`src/hw/lcd_status_cfg.svh`:
```
`ifndef LCD_STATUS_CFG_SVH
`define LCD_STATUS_CFG_SVH

// transport codes, status bits 15..12
`define LCD_CODE_NONE    4'd0
`define LCD_CODE_PLAY    4'd1
`define LCD_CODE_PAUSE   4'd2
`define LCD_CODE_STOP    4'd3
`define LCD_CODE_RECORD  4'd4

// speed modes, code 3 shows like normal
`define LCD_MODE_NORMAL  2'd0
`define LCD_MODE_SLOW    2'd1
`define LCD_MODE_FAST    2'd2

`define LCD_LINE1_BASE   8'h40
`define LCD_LINE0_CELLS  16
`define LCD_NUM_CELLS    20
`define LCD_CELL_W       5

`define LCD_ASCII_ZERO   8'h30
`define LCD_ASCII_SPACE  8'h20
`define LCD_ASCII_COLON  8'h3a
`define LCD_ASCII_SLASH  8'h2f

`define LCD_GLYPH_SLOW   8'h2f
`define LCD_GLYPH_FAST   8'h2a
`define LCD_GLYPH_INTERP 8'h40

`endif

```
`src/hw/lcd_status_pkg.sv`:
```
package lcd_status_pkg;

    // status word from the transport controller
    typedef struct packed {
        logic [3:0] code;       // transport code
        logic [1:0] mode;       // speed mode
        logic [3:0] speed;      // speed digit, bcd
        logic       interp;     // interpolation on
        logic [4:0] spare;
    } status_word_t;

    // time as four bcd digits
    typedef struct packed {
        logic [3:0] min_ten;
        logic [3:0] min_one;
        logic [3:0] sec_ten;
        logic [3:0] sec_one;
    } mmss_t;

    // same digits, already ascii
    typedef struct packed {
        logic [7:0] min_ten;
        logic [7:0] min_one;
        logic [7:0] sec_ten;
        logic [7:0] sec_one;
    } mmss_ascii_t;

    // everything the composer needs for one refresh
    typedef struct packed {
        logic [3:0]  code;
        logic [1:0]  mode;
        logic [7:0]  speed_char;  // ascii
        logic        interp;
        mmss_ascii_t play;
        mmss_ascii_t total;
    } frame_desc_t;

    // one write to the LCD controller
    typedef struct packed {
        logic [7:0] addr;
        logic [7:0] character;
    } lcd_cmd_t;

endpackage

```
`src/hw/frame_snapshot.sv`:
```
`include "lcd_status_cfg.svh"

module frame_snapshot
    import lcd_status_pkg::*;
(
    input  logic         i_clk,
    input  logic         i_rst,
    input  logic         capture,
    input  status_word_t status,
    input  mmss_t        play_time,
    input  mmss_t        total_time,
    output frame_desc_t  frame_desc
);

    localparam mmss_ascii_t ZERO_TIME = {4{`LCD_ASCII_ZERO}};

    function automatic logic [7:0] bcd_to_ascii(input logic [3:0] digit);
        return `LCD_ASCII_ZERO + {4'h0, digit};
    endfunction

    function automatic mmss_ascii_t mmss_to_ascii(input mmss_t t);
        mmss_ascii_t a;
        a.min_ten = bcd_to_ascii(t.min_ten);
        a.min_one = bcd_to_ascii(t.min_one);
        a.sec_ten = bcd_to_ascii(t.sec_ten);
        a.sec_one = bcd_to_ascii(t.sec_one);
        return a;
    endfunction

    frame_desc_t next_desc;

    // conversion happens before the register so the composer sees ascii
    always_comb begin
        next_desc.code       = status.code;
        next_desc.mode       = status.mode;
        next_desc.speed_char = bcd_to_ascii(status.speed);
        next_desc.interp     = status.interp;
        next_desc.play       = mmss_to_ascii(play_time);
        next_desc.total      = mmss_to_ascii(total_time);
    end

    always_ff @(posedge i_clk or posedge i_rst) begin
        if (i_rst) begin
            frame_desc.code       <= `LCD_CODE_NONE;
            frame_desc.mode       <= `LCD_MODE_NORMAL;
            frame_desc.speed_char <= `LCD_ASCII_ZERO;
            frame_desc.interp     <= 1'b0;
            frame_desc.play       <= ZERO_TIME;
            frame_desc.total      <= ZERO_TIME;
        end else if (capture) begin
            frame_desc <= next_desc;  // held for the whole refresh
        end
    end

endmodule

```
`src/hw/screen_composer.sv`:
```
`include "lcd_status_cfg.svh"

module screen_composer
    import lcd_status_pkg::*;
(
    input  logic [`LCD_CELL_W-1:0] cell_idx,
    input  frame_desc_t            frame_desc,
    output lcd_cmd_t               cell_cmd,
    output logic                   cell_write
);

    // labels left aligned in nine characters
    localparam logic [71:0] LBL_IDLE   = "Idle...  ";
    localparam logic [71:0] LBL_PLAY   = "Play     ";
    localparam logic [71:0] LBL_PAUSE  = "Pause    ";
    localparam logic [71:0] LBL_STOP   = "Stop     ";
    localparam logic [71:0] LBL_RECORD = "Recording";

    localparam logic [`LCD_CELL_W-1:0] FIRST_LINE1 = `LCD_CELL_W'(`LCD_LINE0_CELLS);

    function automatic logic [7:0] label_char(input logic [71:0] txt, input logic [3:0] col);
        logic [71:0] shifted;
        shifted = txt << {col, 3'b000};
        return shifted[71:64];
    endfunction

    // mm:ss at pos 0..4
    function automatic logic [7:0] time_char(input mmss_ascii_t t, input logic [3:0] pos);
        case (pos)
            4'd0:    return t.min_ten;
            4'd1:    return t.min_one;
            4'd2:    return `LCD_ASCII_COLON;
            4'd3:    return t.sec_ten;
            default: return t.sec_one;
        endcase
    endfunction

    logic [3:0] col;
    logic [1:0] pos1;
    logic       on_line1;
    logic       mode_shown;
    logic       line0_write;
    logic [7:0] line0_char;
    logic       line1_write;
    logic [7:0] line1_char;

    assign col        = cell_idx[3:0];
    assign pos1       = cell_idx[1:0];
    assign on_line1   = (cell_idx >= FIRST_LINE1);
    assign mode_shown = (frame_desc.mode == `LCD_MODE_SLOW) ||
                        (frame_desc.mode == `LCD_MODE_FAST);

    always_comb begin
        line0_write = 1'b0;
        line0_char  = `LCD_ASCII_SPACE;
        case (frame_desc.code)
            `LCD_CODE_NONE: begin
                line0_write = (col <= 4'd6);
                line0_char  = label_char(LBL_IDLE, col);
            end
            `LCD_CODE_PLAY: begin
                if (col <= 4'd3) begin
                    line0_write = 1'b1;
                    line0_char  = label_char(LBL_PLAY, col);
                end else if (col >= 4'd5 && col <= 4'd9) begin
                    line0_write = 1'b1;
                    line0_char  = time_char(frame_desc.play, col - 4'd5);
                end else if (col == 4'd10) begin
                    line0_write = 1'b1;
                    line0_char  = `LCD_ASCII_SLASH;
                end else if (col >= 4'd11) begin
                    line0_write = 1'b1;
                    line0_char  = time_char(frame_desc.total, col - 4'd11);
                end
            end
            `LCD_CODE_PAUSE: begin
                line0_write = (col <= 4'd4);
                line0_char  = label_char(LBL_PAUSE, col);
            end
            `LCD_CODE_STOP: begin
                line0_write = (col <= 4'd3);
                line0_char  = label_char(LBL_STOP, col);
            end
            `LCD_CODE_RECORD: begin
                if (col <= 4'd8) begin
                    line0_write = 1'b1;
                    line0_char  = label_char(LBL_RECORD, col);
                end else if (col >= 4'd11) begin
                    line0_write = 1'b1;
                    line0_char  = time_char(frame_desc.total, col - 4'd11);
                end
            end
            default: ;  // unknown code leaves line 0 blank
        endcase
    end

    always_comb begin
        line1_write = mode_shown;
        line1_char  = `LCD_ASCII_SPACE;
        case (pos1)
            2'd0: line1_char = (frame_desc.mode == `LCD_MODE_FAST) ? `LCD_GLYPH_FAST
                                                                   : `LCD_GLYPH_SLOW;
            2'd1: line1_char = frame_desc.speed_char;
            2'd2: line1_char = `LCD_ASCII_SPACE;
            default: begin
                line1_write = 1'b1;  // interp cell always written
                line1_char  = frame_desc.interp ? `LCD_GLYPH_INTERP : `LCD_ASCII_ZERO;
            end
        endcase
    end

    always_comb begin
        if (on_line1) begin
            cell_write         = line1_write;
            cell_cmd.addr      = `LCD_LINE1_BASE | {6'd0, pos1};
            cell_cmd.character = line1_char;
        end else begin
            cell_write         = line0_write;
            cell_cmd.addr      = {4'h0, col};
            cell_cmd.character = line0_char;
        end
    end

endmodule

```
`src/hw/lcd_sequencer.sv`:
```
`include "lcd_status_cfg.svh"

module lcd_sequencer
    import lcd_status_pkg::*;
(
    input  logic                   i_clk,
    input  logic                   i_rst,
    input  logic                   busy,
    input  lcd_cmd_t               cell_cmd,
    input  logic                   cell_write,
    output logic [`LCD_CELL_W-1:0] cell_idx,
    output lcd_cmd_t               lcd_cmd,
    output logic                   lcd_start,
    output logic                   lcd_clear
);

    localparam logic [`LCD_CELL_W-1:0] LAST_CELL = `LCD_CELL_W'(`LCD_NUM_CELLS - 1);

    typedef enum logic {
        ST_CLEAR,
        ST_WRITE
    } seq_state_t;

    seq_state_t state;
    logic       gap;        // strobe went out last cycle
    logic       ready;
    logic       last_cell;
    logic       issue_write;

    // controller flags busy one cycle late, so a strobe always costs an idle cycle
    assign ready       = !busy && !gap;
    assign last_cell   = (cell_idx == LAST_CELL);
    assign issue_write = (state == ST_WRITE) && ready && cell_write;

    always_ff @(posedge i_clk or posedge i_rst) begin
        if (i_rst) begin
            state     <= ST_CLEAR;
            cell_idx  <= '0;
            gap       <= 1'b0;
            lcd_start <= 1'b0;
            lcd_clear <= 1'b0;
        end else begin
            lcd_start <= 1'b0;
            lcd_clear <= 1'b0;
            gap       <= 1'b0;
            case (state)
                ST_CLEAR: begin
                    if (ready) begin
                        lcd_clear <= 1'b1;  // also the snapshot strobe
                        gap       <= 1'b1;
                        cell_idx  <= '0;
                        state     <= ST_WRITE;
                    end
                end
                ST_WRITE: begin
                    if (ready) begin
                        if (cell_write) begin
                            lcd_start <= 1'b1;
                            gap       <= 1'b1;
                        end
                        // unwritten cells are skipped without a strobe
                        if (last_cell) begin
                            cell_idx <= '0;
                            state    <= ST_CLEAR;
                        end else begin
                            cell_idx <= cell_idx + 1'b1;
                        end
                    end
                end
                default: state <= ST_CLEAR;
            endcase
        end
    end

    always_ff @(posedge i_clk) begin
        if (issue_write) begin
            lcd_cmd <= cell_cmd;  // held until next start
        end
    end

endmodule

```
`src/hw/lcd_status_top.sv`:
```
`include "lcd_status_cfg.svh"

module lcd_status_top
    import lcd_status_pkg::*;
(
    input  logic         i_clk,
    input  logic         i_rst,
    input  status_word_t status,
    input  mmss_t        play_time,
    input  mmss_t        total_time,
    input  logic         busy,
    output lcd_cmd_t     lcd_cmd,
    output logic         lcd_start,
    output logic         lcd_clear
);

    frame_desc_t            frame_desc;
    logic [`LCD_CELL_W-1:0] cell_idx;
    lcd_cmd_t               cell_cmd;
    logic                   cell_write;

    frame_snapshot snapshot_i (
        .i_clk      (i_clk),
        .i_rst      (i_rst),
        .capture    (lcd_clear),
        .status     (status),
        .play_time  (play_time),
        .total_time (total_time),
        .frame_desc (frame_desc)
    );

    screen_composer composer_i (
        .cell_idx   (cell_idx),
        .frame_desc (frame_desc),
        .cell_cmd   (cell_cmd),
        .cell_write (cell_write)
    );

    lcd_sequencer sequencer_i (
        .i_clk      (i_clk),
        .i_rst      (i_rst),
        .busy       (busy),
        .cell_cmd   (cell_cmd),
        .cell_write (cell_write),
        .cell_idx   (cell_idx),
        .lcd_cmd    (lcd_cmd),
        .lcd_start  (lcd_start),
        .lcd_clear  (lcd_clear)
    );

endmodule

```
`config.mk`:
```
export PLATFORM = sky130hd
export DESIGN_NAME = lcd_status_top
export DESIGN_NICKNAME = d
export VERILOG_FILES = /design/src/hw/lcd_status_pkg.sv /design/src/hw/frame_snapshot.sv /design/src/hw/screen_composer.sv /design/src/hw/lcd_sequencer.sv /design/src/hw/lcd_status_top.sv
export VERILOG_INCLUDE_DIRS = /design/src /design/src/hw
export SDC_FILE = /design/constraint.sdc
export NUM_CORES = 1
export LEC_CHECK = 0
export BUFFER_PORTS_ARGS = -buffer_cell sky130_fd_sc_hd__buf_2
export CAP_MARGIN = 10
export CELL_PAD_IN_SITES_DETAIL_PLACEMENT = 0
export CELL_PAD_IN_SITES_GLOBAL_PLACEMENT = 1
export CORE_MARGIN = 3
export CORE_UTILIZATION = 49
export DETAILED_ROUTE_END_ITERATION = 16
export PLACE_DENSITY = 0.83
export SETUP_SLACK_MARGIN = 0.3
export SYNTH_ARGS = -nofsm -noshare
export SYNTH_HDL_FRONTEND = slang
export SYNTH_HIERARCHICAL = 1
export SYNTH_SLANG_ARGS = --single-unit
```
`constraint.sdc`:
```
create_clock -name i_clk -period 5.2 [get_ports i_clk]
set_clock_uncertainty 0.15 [all_clocks]
set_input_delay 0.26 -clock i_clk [delete_from_list [all_inputs] [get_ports i_clk]]
set_output_delay 0.26 -clock i_clk [all_outputs]
set_load 0.005 [all_outputs]
```
# Yosys cells after proc, flatten, opt, wreduce, memory -nomap -nowiden
# Index checks and enable logic that the tools add are counted.
dict set report op_classes {
  n_shift 5
  magnitude_cmp 8
  eq_ne 18
  muxes 33
  bitwise 1
  reduce_logical 13
  div_mod_pow 0
  n_addsub 12
  mul 0
}
# cell count
set op_table {}
lappend op_table {{$shl A71 B7 Y72 const A} 5}
lappend op_table {{$pmux W8 S4} 2}
lappend op_table {{$add A6 B4 Y7 const A} 9}
lappend op_table {{$mux W8} 5}
lappend op_table {{$pmux W8 S5} 1}
lappend op_table {{$eq A4 B2 Y1 const B} 6}
lappend op_table {{$pmux W8 S3} 1}
lappend op_table {{$mux W15} 1}
lappend op_table {{$mux W5} 3}
lappend op_table {{$mux W1} 14}
lappend op_table {{$eq A4 B1 Y1 const B} 3}
lappend op_table {{$logic_not A4 Y1} 3}
lappend op_table {{$pmux W5 S2} 1}
lappend op_table {{$le A4 B3 Y1 const B} 2}
lappend op_table {{$le A4 B4 Y1 const B} 2}
lappend op_table {{$mux W7} 1}
lappend op_table {{$add A5 B1 Y5 const B} 1}
lappend op_table {{$eq A5 B5 Y1 const B} 1}
lappend op_table {{$ge A5 B5 Y1 const B} 1}
lappend op_table {{$pmux W1 S5} 1}
lappend op_table {{$eq A2 B1 Y1 const B} 2}
lappend op_table {{$eq A2 B2 Y1 const B} 2}
lappend op_table {{$eq A4 B3 Y1 const B} 1}
lappend op_table {{$eq A4 B4 Y1 const B} 1}
lappend op_table {{other kinds (16)} 21}
dict set report totals {
  rom_bits 0
  latchBits 0
  out_inout_bits 18
  ram_bits 0
  word_cells 110
  register_bits 104
  mem_count 0
}

# Longest topological paths before layout
dict set report logic_depth {
  depth_word 10
  mapped_depth 12
  depth_no_buf 10
}

# Modules after synthesis
# The synthesis kept the hierarchy.
# module seq_area_each_um2 cells_each area_per_inst_um2 n_inst
set modules_own_cells {}
lappend modules_own_cells {frame_snapshot 1076.0 130 2083.2 1}
lappend modules_own_cells {screen_composer 0.0 279 1811.7 1}
lappend modules_own_cells {lcd_sequencer 705.7 61 910.9 1}

# Worst setup path before layout
# No wires, ideal clock.
dict set report synth_timing {
  path_kind {register to register}
  startpoint {reg sequencer_i.cell_idx[0]}
  endpoint {reg sequencer_i/lcd_cmd[0] (netlist name)}
  synth_period_minus_slack_ns 3.254
  path_stages_with_launch 12
  setup_time_ns 0.388
  t_arrival_ns 2.716
  required_time_ns 4.662
  setup_slack_ns 1.946
  cell_sequence {dfrtp_1 -> buf_2 -> inv_1 -> ha_1 -> nor2b_1 -> o21ai_1 -> nand2_1 -> a21oi_1 -> o2111ai_1 -> nand3_1 -> inv_1 -> nor2_1}
}
dict set report synth_between {
  elab_chain_len 8
}
# element line
set synth_rtl {}
lappend synth_rtl {{from (decl)} lcd_sequencer.sv:11} ;# output logic [`LCD_CELL_W-1:0] cell_idx,
lappend synth_rtl {{from (signal assigned)} lcd_sequencer.sv:66} ;# cell_idx <= cell_idx + 1'b1;
lappend synth_rtl {{$ge A4 B4 Y1} {screen_composer.sv:71, screen_composer.sv:88}}
lappend synth_rtl {{$mux W1} {screen_composer.sv:71, screen_composer.sv:88}}
lappend synth_rtl {{$mux W1} screen_composer.sv:68} ;# end else if (col == 4'd10) begin
lappend synth_rtl {{$mux W1} screen_composer.sv:65} ;# end else if (col >= 4'd5 && col <= 4'd9) begin
lappend synth_rtl {{$mux W1} screen_composer.sv:62} ;# if (col <= 4'd3) begin
lappend synth_rtl {{$pmux W1 S5} screen_composer.sv:56} ;# case (frame_desc.code)
lappend synth_rtl {{$mux W1 (*)} screen_composer.sv:113} ;# if (on_line1) begin
lappend synth_rtl {{net cell_write} lcd_status_top.sv:20} ;# logic cell_write;
lappend synth_rtl {{$logic_and A1 B1 Y1 (*)} lcd_sequencer.sv:33} ;# assign issue_write = (state == ST_WRITE) && ready && cell_write;
lappend synth_rtl {{net sequencer_i.issue_write} lcd_sequencer.sv:28} ;# logic issue_write;
# Mark *: on every way through the listed nets, which the timed path passes. The rest lies on a longest branch.
# A chain may end at the register's enable or synchronous reset.

==> summary.md <==
| Metric | Value |
|---|---|
| CP dominant cell by count | ha_1 |
| Synth Register Bits | 68 |
| Cells after DPL | 633 |
| Leakage | 2.40 nW |
| Final std cells w/o fill | 689 |
| Min Tclk post-route | 3.49 ns |
| Status | completed |
| Reg2reg path depth | 10 |
| Crit path DAT | 3.44 ns |
| GP Congestion | 0.967 |
| Fin area | 5580 µm² |
| Post-synth EDFFs | 16 |
| Worst-skew pair later-pin latency | 0.35 ns |
| Die height | 105 µm |
| H-tree depth | 3 |
| Post-route DRC | 0 |
| Initial Util | 51.3% |
| PwrDens | 577 nW/µm² |
| Hold EP | snapshot_i/frame_desc[73] |
| Synth area leader | dfrtp_1 |
| Final #Nets | 618 |
| Antenna cells | 0 |
| Number of global-route vias before repair | 3871 |
| Total CTS buffers | 9 |
| Hold crit path type | input port to register |
| Via count | 3965 |
| Top-area cell type share of the netlist area | 27.1% |
| Chip Width | 105 µm |
| Slowest stage cell, crit path | dfrtp_1 |
| Area growth, synth to finish | 16.1% |
| CTS tree | done |
| Die Area | 11000 µm² |
| RSZ-0062 raised after global routing | false |
| CP Max Fanout | 13 |
| Area of the mapped netlist | 4810 µm² |
| CTS sink cnt | 68 |
| MaxCap Viol Count | 0 |
| Avg Cell Area, Syn | 10.2 µm² |
| Hold Crit Depth | 2 |
| Post-synthesis sequential area ratio | 37.1% |
| DR vias/cell | 5.75 |
| Wirelength per Cell | 17.8 µm |
| Postcts setup bufs | 0 |
| First-pass GRT wire length | 20400 µm |
| Post-DP HPWL | 8280 µm |
| Post-CTS sizing | 0 |
| Critical path class | register to register |
| CP Capture Type | register |
| DRT Pass-1 Iters | 7 |
| Slew @ Worst Pin | 0.933 ns |
| Max Freq | 286 MHz |
| Slew HR | 37.8% |
| CP peak stage delay | 0.53 ns |
| Primary FF master, synth | dfrtp_1 |
| Root buffer cell | clkbuf_8 |
| Asr flop ratio synth | 76.5% |
| Fraction of layout cells with a size suffix above 1 | 26.3% |
| Iter 0 DRT Violations | 446 |
| Synth top area cells | dfrtp_1 (27%), mux2_4 (12%), edfxtp_1 (10%) |
| CTS max path bufs | 2 |
| Slew Viols, Final | 0 |
| Clock Pin Slew Worst Setup and Hold Paths | 0.08 ns |
| Core area | 9370 µm² |
| GRT Resource Usage Total | 22.9% |
| R2r setup slk | 1.71 ns |
| Synth warn | 6 |
| Worst VDD drop | 0.000252 V |
| Period utilization | 67.1% |
| Placed Area | 4960 µm² |
| Crit start category | register |
| I/O pins | 69 |
| Hold Path Origin | status[10] |
| Post-synth cell types | 76 |
| FP Rows | 35 |
| Initial antenna violation count | 0 |
| Antenna viol nets, final | 0 |
| RR Startpoint | sequencer_i/cell_idx[0] |
| Endpoints failing setup | 0 |
| Final WL | 12200 µm |
| Reg2reg end | sequencer_i/lcd_cmd[4] |
| Port Buf Inserts | 63 |
| Cells after synthesis | 470 |
| Critical path, cell by cell | inv_1 > ha_1 > ha_1 > nor2b_1 > mux2i_1 > buf_4 > or2b_1 > a21oi_1 > o32ai_1 > o32a_1 |
| CTS Hold Bufs | 39 |
| Required @ worst endpoint | 5.15 ns |
| Hold Fails Final Rpt | 0 |
| Pin count of the biggest net entering global routing | 44 |
| Total grt overflow | 0 |
| Final Core Density | 59.5% |
| Setup TNS | 0 ns |
final cells by class:
class                   instances  area [µm²]
clock inverters                 7        96.3
well taps                     129         161
fillers                       830        3790
repair buffers                114         798
inverters                      15        56.3
multi-input cells             347        2560
flip-flops and latches         68        1780
clock buffers                   9         124
registers in the layout, indices dropped and copies added, names as in the netlist:
register and count:
sequencer_i/cell_idx 5, sequencer_i/gap 1, sequencer_i/lcd_clear 1, sequencer_i/lcd_cmd 16
sequencer_i/lcd_start 1, sequencer_i/state 1, snapshot_i/frame_desc 43
logic make-up after synthesis:
kind of cell,after synthesis,synth area share (%)
mux,47,14.0
other cells,3,0.234
fa+ha+maj,12,3.12
simple gates,104,12.6
buf+inv,91,12.5
compound gates,144,20.3
flops,68,37.1
xor+xnor,1,0.182
metrics by stage:
| stage | total power, mW | hold slack [ns] | setup slack [ns] |
|---|---|---|---|
| 4_1_cts | 3.19 | 0.00469 | 1.75 |
| 6_report | 3.22 | 0.00388 | 1.71 |
| 2_1_floorplan | 2.23 | -0.0621 | 1.95 |
| 3_5_place_dp | 2.67 | 0.106 | 1.78 |
| 3_3_place_gp | 2.64 | 0.0955 | 1.82 |
| 5_1_grt | 3.44 | 0.00116 | 1.51 |
where the power goes:
part           switching, mW  internal, mW
logic                  0.974         0.742
registers              0.214         0.800
clock network          0.217         0.273
layer usage:
metal	share of wire, %	GRT usage (%)
met5	0	0
met4	1.7	6.47
met3	8.3	5.68
met2	46	34.8
met1	44	32.4
worst max-delay path: cells and delay by family, from the launching register on:
| kind | cells | cell delay [ns] |
|---|---|---|
| AO/OA/AOI/OAI | 3 | 0.65 |
| adder cells (fa/ha/maj) | 2 | 0.86 |
| buffers and inverters | 2 | 0.51 |
| flip-flops | 1 | 0.53 |
| multiplexers | 1 | 0.09 |
| AND/OR/NAND/NOR | 2 | 0.44 |
cells in the final DEF, fill, tap and decap left out, drive strengths merged, types with 6 or more instances in the layout:
cell,Yosys,layout
mux2,43,43
buf,60,74
a222oi,8,8
a31oi,11,11
ha,12,12
nor2,21,21
nand2,24,24
dfrtp,52,52
inv,15,18
a22oi,8,8
nor2b,10,10
dlygate4sd3,0,40
o21ai,34,34
nor3,6,6
conb,3,39
a21oi,31,31
nand3,13,13
clkbuf,16,9
edfxtp,16,16
synthesized netlist by cell type (all sizes together), types with 4 or more instances:
library cell  number
mux2i              4
a31oi             11
a22oi              8
nor2              21
nand3             13
a21oi             31
dfrtp             52
a211oi             5
inv               15
o211ai             4
clkbuf            16
a222oi             8
o21ai             34
o31ai              4
nor3               6
ha                12
mux2              43
a211o              4
nor2b             10
nand2             24
edfxtp            16
buf               60
worst max-delay path by stage:
| stage | from | end | slack, ns |
|---|---|---|---|
| after detailed placement | sequencer_i/cell_idx[0] | sequencer_i/lcd_cmd[4] | 1.78 |
| after floorplan | sequencer_i/cell_idx[0] | sequencer_i/lcd_cmd[0] | 1.95 |
| after CTS | sequencer_i/cell_idx[0] | sequencer_i/lcd_cmd[4] | 1.75 |
| final | sequencer_i/cell_idx[0] | sequencer_i/lcd_cmd[4] | 1.71 |
| after global routing | sequencer_i/cell_idx[0] | sequencer_i/lcd_cmd[5] | 1.51 |
| after global placement | sequencer_i/cell_idx[0] | sequencer_i/lcd_cmd[4] | 1.82 |
Note: power is estimated with default switching activity, not from simulation.
